$ cat src/common/fetch_macros.svh
// widths, fetch line size and thread start addresses, included by the fetch RTL and its testbench
`ifndef FETCH_MACROS_SVH
`define FETCH_MACROS_SVH

////////////////////
// datapath widths
////////////////////

`define FETCH_PC_WIDTH      64 // PC and instruction memory address
`define FETCH_INST_WIDTH    32 // one instruction, two per memory line

// one memory line holds two instructions, and the PC steps by one line
`define FETCH_LINE_BYTES    8

////////////////////
// thread reset PCs
////////////////////

`define FETCH_THREAD1_START 64'h0000_0000_0000_0000
`define FETCH_THREAD2_START 64'h0000_0000_0000_1000 // thread 2 code lives above thread 1

`endif

$ cat src/common/fetch_pkg.sv
// types shared by the fetch stage modules; pulled in by a wildcard import where needed
`include "fetch_macros.svh"

package fetch_pkg;

	////////////////////
	// port ownership
	////////////////////

	// who owns the instruction memory port this cycle
	typedef enum logic [1:0]
	{
		owner_idle,    // only the first cycle after reset in two-thread mode
		owner_thread1,
		owner_thread2
	} fetch_owner_t;

	////////////////////
	// thread controls
	////////////////////

	// back-end stall levels seen by one thread
	typedef struct packed
	{
		logic rs;     // reservation stations full
		logic rob;    // this thread's ROB full
		logic rat;    // free list empty
		logic hazard; // data access holds the memory port
	} back_stall_t;

	// branch resolution from the back end
	typedef struct packed
	{
		logic                       taken;
		logic [`FETCH_PC_WIDTH-1:0] target;
	} redirect_t;

	////////////////////
	// fetch results
	////////////////////

	typedef struct packed
	{
		logic [`FETCH_INST_WIDTH-1:0] inst1;   // low half of the line
		logic [`FETCH_INST_WIDTH-1:0] inst2;   // high half of the line
		logic                         valid1;
		logic                         valid2;
		logic [`FETCH_PC_WIDTH-1:0]   next_pc; // PC of the following line
	} inst_pair_t;

	typedef struct packed
	{
		inst_pair_t pair;
		logic       thread; // 0 for thread 1, 1 for thread 2
	} fetch_out_t;

endpackage

$ cat src/fetch_arbiter.sv
// owner FSM for the shared instruction memory port; steers the owner's address and pair out
`include "fetch_macros.svh"

module fetch_arbiter
	import fetch_pkg::*;
(
	input  logic                       clock,
	input  logic                       reset,
	input  logic                       two_threads, // level, sampled at the next edge
	input  logic [`FETCH_PC_WIDTH-1:0] addr1,
	input  logic [`FETCH_PC_WIDTH-1:0] addr2,
	input  inst_pair_t                 pair1,
	input  inst_pair_t                 pair2,
	output logic                       enable1,
	output logic                       enable2,
	output logic [`FETCH_PC_WIDTH-1:0] mem_addr,
	output fetch_out_t                 fetch
);

	fetch_owner_t owner;
	fetch_owner_t owner_next;

	////////////////////
	// owner state
	////////////////////

	// two-thread mode spends one idle cycle after reset, single-thread mode starts on thread 1
	always_ff @(posedge clock)
	begin
		if (reset)
		begin
			owner <= two_threads ? owner_idle : owner_thread1;
		end
		else
		begin
			owner <= owner_next;
		end
	end

	// strict alternation, stalls never touch the rotation
	always_comb
	begin
		if (!two_threads)
		begin
			owner_next = owner_thread1; // so a switch into two-thread mode goes to thread 2 next
		end
		else
		begin
			case (owner)
				owner_idle:
				begin
					owner_next = owner_thread1;
				end
				owner_thread1:
				begin
					owner_next = owner_thread2;
				end
				owner_thread2:
				begin
					owner_next = owner_thread1;
				end
				default:
				begin
					owner_next = owner_idle;
				end
			endcase
		end
	end

	////////////////////
	// per-thread enables
	////////////////////

	assign enable1 = (owner == owner_thread1);
	assign enable2 = (owner == owner_thread2); // never both, idle drives neither

	////////////////////
	// port steering
	////////////////////

	always_comb
	begin
		case (owner)
			owner_thread1:
			begin
				mem_addr     = addr1;
				fetch.pair   = pair1;
				fetch.thread = 1'b0;
			end
			owner_thread2:
			begin
				mem_addr     = addr2;
				fetch.pair   = pair2;
				fetch.thread = 1'b1;
			end
			default:
			begin
				// idle: park the port on thread 1 and suppress the pair
				mem_addr          = addr1;
				fetch.pair        = pair1;
				fetch.pair.valid1 = 1'b0;
				fetch.pair.valid2 = 1'b0;
				fetch.thread      = 1'b0;
			end
		endcase
	end

endmodule

$ cat src/fetch_stage.sv
// top of the two-thread fetch stage; connects both thread PCs to the shared memory port arbiter
`include "fetch_macros.svh"

module fetch_stage
	import fetch_pkg::*;
(
	input  logic                             clock,
	input  logic                             reset,
	input  logic                             two_threads,
	input  redirect_t                        redirect1,
	input  redirect_t                        redirect2,
	input  back_stall_t                      thread1_stall, // only rob and hazard are taken
	input  back_stall_t                      thread2_stall, // only rob and hazard are taken
	input  logic                             rs_stall,      // shared by both threads
	input  logic                             rat_stall,     // shared by both threads
	input  logic [`FETCH_LINE_BYTES*8-1:0]   mem_data,
	input  logic                             mem_valid,
	output logic [`FETCH_PC_WIDTH-1:0]       mem_addr,
	output fetch_out_t                       fetch
);

	back_stall_t                stall1;
	back_stall_t                stall2;
	logic                       enable1;
	logic                       enable2;
	logic [`FETCH_PC_WIDTH-1:0] addr1;
	logic [`FETCH_PC_WIDTH-1:0] addr2;
	inst_pair_t                 pair1;
	inst_pair_t                 pair2;

	////////////////////
	// stall fan-out
	////////////////////

	// RS and RAT are shared structures, so they hold both threads
	assign stall1 = '{
		rs:     rs_stall,
		rob:    thread1_stall.rob,
		rat:    rat_stall,
		hazard: thread1_stall.hazard
	};
	assign stall2 = '{
		rs:     rs_stall,
		rob:    thread2_stall.rob,
		rat:    rat_stall,
		hazard: thread2_stall.hazard
	};

	////////////////////
	// thread PCs
	////////////////////

	thread_pc #(
		.START_PC   (`FETCH_THREAD1_START)
	) thread1_pc (
		.clock      (clock),
		.reset      (reset),
		.enable     (enable1),
		.redirect   (redirect1),
		.stall      (stall1),
		.mem_data   (mem_data),
		.mem_valid  (mem_valid),
		.fetch_addr (addr1),
		.pair       (pair1)
	);

	thread_pc #(
		.START_PC   (`FETCH_THREAD2_START)
	) thread2_pc (
		.clock      (clock),
		.reset      (reset),
		.enable     (enable2),
		.redirect   (redirect2),
		.stall      (stall2),
		.mem_data   (mem_data),   // both see the same line, only the owner keeps it
		.mem_valid  (mem_valid),
		.fetch_addr (addr2),
		.pair       (pair2)
	);

	////////////////////
	// port arbiter
	////////////////////

	fetch_arbiter arbiter (
		.clock       (clock),
		.reset       (reset),
		.two_threads (two_threads),
		.addr1       (addr1),
		.addr2       (addr2),
		.pair1       (pair1),
		.pair2       (pair2),
		.enable1     (enable1),
		.enable2     (enable2),
		.mem_addr    (mem_addr),
		.fetch       (fetch)
	);

endmodule

$ cat src/thread_pc/thread_pc.sv
// per-thread program counter that fetches one line per owned cycle; instantiate once per thread
`include "fetch_macros.svh"

module thread_pc
	import fetch_pkg::*;
#(
	parameter logic [`FETCH_PC_WIDTH-1:0] START_PC = `FETCH_THREAD1_START
)
(
	input  logic                             clock,
	input  logic                             reset,
	input  logic                             enable,     // this thread owns the memory port
	input  redirect_t                        redirect,
	input  back_stall_t                      stall,
	input  logic [`FETCH_LINE_BYTES*8-1:0]   mem_data,   // shared line from instruction memory
	input  logic                             mem_valid,
	output logic [`FETCH_PC_WIDTH-1:0]       fetch_addr,
	output inst_pair_t                       pair
);

	logic [`FETCH_PC_WIDTH-1:0] pc;
	logic [`FETCH_PC_WIDTH-1:0] pc_plus_line;
	logic                       stalled;
	logic                       fetch_ok;

	////////////////////
	// fetch condition
	////////////////////

	// any back-end level holds the thread
	assign stalled = stall.rs | stall.rob | stall.rat | stall.hazard;

	// a taken branch kills whatever line is on the bus this cycle
	assign fetch_ok = enable
	                & mem_valid
	                & ~stalled
	                & ~redirect.taken
	                & ~reset;

	assign pc_plus_line = pc + `FETCH_PC_WIDTH'(`FETCH_LINE_BYTES);

	////////////////////
	// program counter
	////////////////////

	// redirect wins over enable and stall, otherwise advance only on a real fetch
	always_ff @(posedge clock)
	begin
		if (reset)
		begin
			pc <= START_PC;
		end
		else if (redirect.taken)
		begin
			pc <= redirect.target;
		end
		else if (fetch_ok)
		begin
			pc <= pc_plus_line;
		end
	end

	assign fetch_addr = pc; // same cycle as the line comes back

	////////////////////
	// instruction pair
	////////////////////

	// split the 64-bit line: lower word is the older instruction
	always_comb
	begin
		pair.inst1   = mem_data[`FETCH_INST_WIDTH-1:0];
		pair.inst2   = mem_data[2*`FETCH_INST_WIDTH-1:`FETCH_INST_WIDTH];
		pair.valid1  = fetch_ok;
		pair.valid2  = fetch_ok; // both halves always arrive together
		pair.next_pc = pc_plus_line;
	end

endmodule
$ cat config.mk
export PLATFORM = sky130hd
export DESIGN_NAME = fetch_stage
export DESIGN_NICKNAME = d
export VERILOG_FILES = /design/src/common/fetch_pkg.sv /design/src/fetch_arbiter.sv /design/src/fetch_stage.sv /design/src/thread_pc/thread_pc.sv
export VERILOG_INCLUDE_DIRS = /design/src /design/src/common
export SDC_FILE = /design/constraint.sdc
export NUM_CORES = 1
export LEC_CHECK = 0
export BUFFER_PORTS_ARGS = -buffer_cell sky130_fd_sc_hd__buf_2
export CAP_MARGIN = 15
export CORE_MARGIN = 5
export CORE_UTILIZATION = 53
export DETAILED_ROUTE_END_ITERATION = 8
export PLACE_DENSITY = 0.86
export REMOVE_ABC_BUFFERS = 1
export SKIP_LAST_GASP = 1
export SYNTH_ARGS = -nofsm -noshare
export SYNTH_HDL_FRONTEND = slang
export SYNTH_HIERARCHICAL = 1
export SYNTH_SLANG_ARGS = --single-unit
export TNS_END_PERCENT = 50
$ cat constraint.sdc
create_clock -name clock -period 3.3 [get_ports clock]
set_input_delay 0.495 -clock clock [delete_from_list [all_inputs] [get_ports clock]]
set_output_delay 0.495 -clock clock [all_outputs]
set_load 0.03 [all_outputs]
==> impl_metrics.env, run 1 <==
export IMPL_place_ws_ns=0.182
export IMPL_antenna_found_initial=11
export IMPL_swShare_pct=35.2
export IMPL_core_area_um2=24200
export IMPL_route_detailed_drc=0
export IMPL_p_sw_mw=1.99
export IMPL_syn_cell_area_um2=12900
export IMPL_dieArea_um2=27600
export IMPL_clkPwrFrac_pct=38.8
export IMPL_critPathKind="flip-flop to output pin"
export IMPL_p_seq_share_pct=33.5
export IMPL_status="complete, no violations"
export IMPL_power_density_nw_per_um2=374
export IMPL_hp_class="primary input to flip-flop"
export IMPL_p_int_mw=3.68
export IMPL_tritoncts="yes"
export IMPL_grt_max_degree=83
export IMPL_grt_overflow_total=0
export IMPL_num_io_pins=403
export IMPL_die_height_um=166
export IMPL_wl_um=49700
export IMPL_synth_ff_type="dfxtp_1"
export IMPL_cp_slowest_cell="dfxtp_1"
export IMPL_cts_buffer_depth=2
export IMPL_track_usage_pct=33.4
export IMPL_place_gp_congestion=0.985
export IMPL_worst_setup_path_start_kind="flip-flop"
export IMPL_setup_slack_ns=0.0442
export IMPL_clk_pin_slew_worst_paths_ns=0.06
export IMPL_grt_pass1_wl_um=74800
export IMPL_portBuffers=398
export IMPL_dp_hpwl_um=36300
export IMPL_htreeDepth=4
export IMPL_critPathBufInv=2
export IMPL_drt_iter0_drc=1519
export IMPL_irDropWorstVdd_v=0.000374
export IMPL_via_count=14100
export IMPL_yosysSeqAreaShare_pct=20.1
export IMPL_cts_buffers=17
export IMPL_cp_max_fo=8
export IMPL_grt_pass1_vias=13600
export IMPL_final_util_pct=62.6
export IMPL_postRouteAntennaNets=0
export IMPL_synthArstFlopShare_pct=0
export IMPL_clock_latency_ns=0.43
export IMPL_cp_required_ns=2.80
export IMPL_cts_num_sinks=130
export IMPL_tightest_slew_ns=0.927
export IMPL_setup_viol_count_final=0
export IMPL_synthToLayoutAreaGrowth_pct=17.0
export IMPL_worst_clock_skew_ns=0.00823
export IMPL_power_leakage_nw=6.61
export IMPL_fp_dieW_um=166
export IMPL_final_cell_mix="buf_2 (395), nor2_1 (199), a22o_1 (128)"
export IMPL_critPathMaxStageDelay_ns=0.53
export IMPL_viasPerCell=6.36
export IMPL_crit_chain="nand4_1 > nor4_1 > buf_4 > nand2_1 > nor3_1 > xor2_1 > a22o_1 > buf_2"
export IMPL_regToRegSetupSlack_ns=0.45
export IMPL_drv_slew=0
export IMPL_fin_nets=2081
export IMPL_finalCritPeriodShare_pct=98.7
export IMPL_hold_viol_final=0
export IMPL_placementRows=57
export IMPL_layout_drive_gt1_share_pct=35.2
export IMPL_cts_root_buffer="clkbuf_16"
export IMPL_wire_per_inst_um=22.5
export IMPL_synth_avg_cell_area_um2=7.88
export IMPL_yosys_warnings=6
export IMPL_cp_end_kind="output pin"
export IMPL_fmax_mhz=307
export IMPL_min_period_ns=3.26
export IMPL_combPwrFrac_pct=27.6
export IMPL_synth_enable_flop_cells=0
export IMPL_drv_cap=0
export IMPL_cp_top_family="simple AND/OR/NAND/NOR gates"
export IMPL_cp_data_arrival_time_ns=2.76
export IMPL_drt_pass1_iterations=6
export IMPL_rsz0062_at_grt="yes"
export IMPL_synth_distinct_cells=71
export IMPL_start_util_pct=53.5
export IMPL_final_common_cell="buf_2"
export IMPL_ys_ff_latch=130
export IMPL_maxSlewHeadroom_pct=38.2
export IMPL_synthCells=1643
-- cells by family (layout without fill, tap and decap cells) --
logic type,after synthesis,after routing,synth area share (%)
buffers and inverters,293,527,14.5
DFF,130,130,20.1
adders and majority gates,8,8,0.774
xor gates and xnor gates,162,162,11.0
muxes,74,74,6.34
AOI/OAI and AO/OA,334,334,20.3
other,0,10,0
and+or+nand+nor,642,642,27.0
-- flip-flops by register name, indices dropped and copies added (netlist names) --
register and count:
thread1_pc/fetch_addr 64, arbiter/owner 2, thread2_pc/fetch_addr 64
-- cell type report --
type                    instances  area (um^2)
fillers                      2153         9030
flip-flops and latches        130         2670
diodes                         10         25.0
clock buffers                  18          429
well taps                     324          405
multi-input cells            1220         8650
repair buffers                478         2660
clock inverters                13          234
inverters                      18         68.8
-- worst paths after layout --
| check | from | end | cells past startpoint |
|---|---|---|---|
| setup / recovery | thread1_pc/fetch_addr[45] | fetch[55] | 8 |
| hold / removal | two_threads | arbiter/owner[0] | 2 |
| setup reg to reg | arbiter/owner[1] | thread1_pc/fetch_addr[50] | 7 |
| hold reg to reg | thread2_pc/fetch_addr[4] | thread2_pc/fetch_addr[4] | 2 |
-- layer usage --
metal / track usage [%] / share of wire [%]
met5: 0 / 0.052
met3: 8.26 / 9.9
met2: 54.8 / 47
met1: 40.4 / 38
met4: 17.5 / 4.8
-- cells in the mapped netlist, drive strengths merged (21+ instances only) --
| cell type | count | area (um^2) |
|---|---|---|
| a211oi | 36 | 270 |
| clkbuf | 70 | 277 |
| nor3 | 40 | 231 |
| a311oi | 54 | 473 |
| o21ai | 43 | 215 |
| nor4 | 34 | 283 |
| xor2 | 94 | 823 |
| nor2 | 204 | 790 |
| and3 | 21 | 131 |
| nand2 | 85 | 319 |
| nand4 | 80 | 566 |
| mux2 | 64 | 721 |
| xnor2 | 68 | 596 |
| dfxtp | 130 | 2600 |
| nand3 | 51 | 278 |
| or4 | 21 | 158 |
| buf | 205 | 1540 |
| a22o | 128 | 1120 |
| or3 | 55 | 344 |
-- worst register-to-register path, stage by stage, from the launching register on --
cell	delay, ns
dfxtp_1	0.36
inv_1	0.13
ha_1	0.23
nand3b_1	0.37
nor2_8	0.41
nand4_2	0.42
or4_1	0.56
a311oi_1	0.27
-- power by group through the flow --
stage	registers [mW]	logic (mW)	clock network, mW
2_1_floorplan	1.86	0.987	0
3_3_place_gp	1.90	1.53	0
3_5_place_dp	1.91	1.55	0
4_1_cts	1.88	1.55	2.20
5_1_grt	1.92	1.66	2.28
6_report	1.90	1.57	2.20
-- through the flow --
step / hold WS, ns / cells / cell area, um^2 / TNS [ns] / total power, mW
3_3_place_gp: 0.495 / 2157 / 14100 / 0 / 3.43
6_report: 0.254 / 2211 / 15100 / 0 / 5.67
4_1_cts: 0.238 / 2195 / 14900 / -0.281 / 5.64
5_1_grt: 0.246 / 2210 / 15100 / -0.221 / 5.86
2_1_floorplan: 0.478 / 1368 / 11100 / -142.30 / 2.84
3_5_place_dp: 0.519 / 2157 / 14100 / 0 / 3.46
-- what timing repair did --
action / 4_1_cts / 5_1_grt
endpoints found under the setup margin: 28 / 40
setup buffers: 7 / 6
gates resized for setup: 12 / 78
hold buffers: 0 / 0
pin swaps: 5 / 8
Power figures use the tool's default switching activity.
==> inputs of run 2 (changes only) <==
Settings changed: CTS_BUF_LIST from default to sky130_fd_sc_hd__clkbuf_8 sky130_fd_sc_hd__clkbuf_16.
==> run 2 against run 1 <==
Against the previous run:
- critical path depth is the same
- first-iteration DRC count grew 2.2%
- critical path type unchanged
- hold slack improved by 0.0017 ns
- non-clock buffer count stayed put
- clock skew is 0.0025 ns higher
- register-to-register slack about the same
- routed wire length is essentially flat
- largest power group unchanged
==> impl_metrics.env, run 2 (synthesized netlist as in run 1, its figures left out) <==
export IMPL_setup_viol_count_final=0
export IMPL_core_area_um2=24200
export IMPL_htreeDepth=4
export IMPL_fin_nets=2081
export IMPL_clock_latency_ns=0.43
export IMPL_drt_iter0_drc=1553
export IMPL_drt_pass1_iterations=7
export IMPL_placementRows=57
export IMPL_antenna_found_initial=11
export IMPL_grt_pass1_vias=13600
export IMPL_via_count=14100
export IMPL_fin_total_pwr_mw=5.66
export IMPL_place_gp_congestion=0.985
export IMPL_final_util_pct=62.6
export IMPL_met2_length_um=23400
export IMPL_dieArea_um2=27600
export IMPL_stdcell_count=2211
export IMPL_wl_um=49700
export IMPL_fp_dieW_um=166
export IMPL_fmax_mhz=307
export IMPL_drv_cap=0
export IMPL_final_cell_mix="buf_2 (395), nor2_1 (199), a22o_1 (128)"
export IMPL_final_common_cell="buf_2"
export IMPL_critPathKind="flip-flop to output pin"
export IMPL_tightest_slew_ns=0.925
export IMPL_cp_required_ns=2.80
export IMPL_hold_viol_final=0
export IMPL_cts_buffer_depth=2
export IMPL_cp_data_arrival_time_ns=2.76
export IMPL_route_detailed_drc=0
export IMPL_wire_per_inst_um=22.5
export IMPL_hp_class="primary input to flip-flop"
export IMPL_cts_buffers=17
export IMPL_synthToLayoutAreaGrowth_pct=17.0
export IMPL_tritoncts="yes"
export IMPL_worst_setup_path_start_kind="flip-flop"
export IMPL_rsz0062_at_grt="yes"
export IMPL_layout_drive_gt1_share_pct=35.2
export IMPL_grt_max_degree=83
export IMPL_grt_overflow_total=0
export IMPL_start_util_pct=53.5
export IMPL_cp_max_fo=8
export IMPL_power_leakage_nw=6.62
export IMPL_ctsHoldBuffers=0
export IMPL_power_density_nw_per_um2=374
export IMPL_dp_hpwl_um=36300
export IMPL_fin_tns_setup_ns=0
export IMPL_place_ws_ns=0.182
export IMPL_dp_cells=2157
export IMPL_crit_chain="nand4_1 > nor4_1 > buf_4 > nand2_1 > nor3_1 > xor2_1 > a22o_1 > buf_2"
export IMPL_drt_met1_wl_um=18900
export IMPL_irDropWorstVdd_v=0.000370
export IMPL_maxSlewHeadroom_pct=38.4
export IMPL_status="complete, no violations"
export IMPL_critPathMaxStageDelay_ns=0.53
export IMPL_min_period_ns=3.26
export IMPL_track_usage_pct=33.4
export IMPL_viasPerCell=6.37
export IMPL_clk_pin_slew_worst_paths_ns=0.06
export IMPL_die_height_um=166
export IMPL_cp_end_kind="output pin"
export IMPL_postRouteAntennaNets=0
export IMPL_cts_num_sinks=130
export IMPL_cts_root_buffer="clkbuf_16"
export IMPL_met3RoutedLength_um=5000
export IMPL_num_io_pins=403
export IMPL_portBuffers=398
export IMPL_cp_slowest_cell="dfxtp_1"
export IMPL_setup_slack_ns=0.0406
export IMPL_worst_clock_skew_ns=0.0107
export IMPL_drv_slew=0
export IMPL_grt_pass1_wl_um=74800
export IMPL_top_layer_used="met5"
export IMPL_finalCritPeriodShare_pct=98.8
-- run 2: changes by cell type in the layout (fill, tap and decap cells not counted) --
cell	before	now
clkbuf_1	1	0
inv_1	15	16
-- run 2: timing repair --
item / in CTS / in global routing
endpoints found under the setup margin: 28 / 40
pin swaps: 5 / 8
setup buffers: 7 / 6
gates resized for setup: 12 / 78
-- run 2: per-layer routing --
| metal | vias to the layer above | track usage [%] |
|---|---|---|
| met1 | 6573 | 40.4 |
| met2 | 928 | 54.8 |
| met4 | 4 | 17.5 |
| met5 | - | 0 |
| met3 | 165 | 8.26 |
| li1 | 6413 | - |
-- run 2: stage by stage --
stage	cell area (um^2)	hold WS [ns]
6_report	15100	0.256
4_1_cts	14900	0.238
5_1_grt	15100	0.246
3_3_place_gp	14100	0.495
2_1_floorplan	11100	0.478
3_5_place_dp	14100	0.519
-- run 2: path summary, 6_finish.rpt --
| path | start | to | slack (ns) | depth (start not counted) |
|---|---|---|---|---|
| setup / recovery | thread1_pc/fetch_addr[45] | fetch[55] | 0.04 | 8 |
| hold / removal | two_threads | arbiter/owner[0] | 0.26 | 2 |
| setup reg to reg | arbiter/owner[1] | thread1_pc/fetch_addr[50] | 0.45 | 7 |
| hold reg to reg | thread2_pc/fetch_addr[4] | thread2_pc/fetch_addr[4] | 0.53 | 2 |
-- run 2: report_power, final --
group | switching [mW] | internal [mW] | leakage, nW
combinational | 0.993 | 0.573 | 5.21
clock | 0.779 | 1.41 | 0.317
sequential | 0.214 | 1.69 | 1.10
total | 1.99 | 3.67 | 6.62
-- run 2: final cells by class --
type / instances / area [um^2]
Antenna cell: 10 / 25.0
Clock buffer: 17 / 425
Clock inverter: 14 / 238
Fill cell: 2153 / 9030
Inverter: 18 / 68.8
Multi-Input combinational cell: 1220 / 8650
Sequential cell: 130 / 2670
Tap cell: 324 / 405
Timing Repair Buffer: 478 / 2660
-- run 2: critical path, delay by kind of cell, from the launching register on --
family / cells / cell delay, ns
AOI/OAI and AO/OA: 1 / 0.17
DFF: 1 / 0.53
buffers and inverters: 2 / 0.39
and+or+nand+nor: 4 / 1.02
xor gates and xnor gates: 1 / 0.22
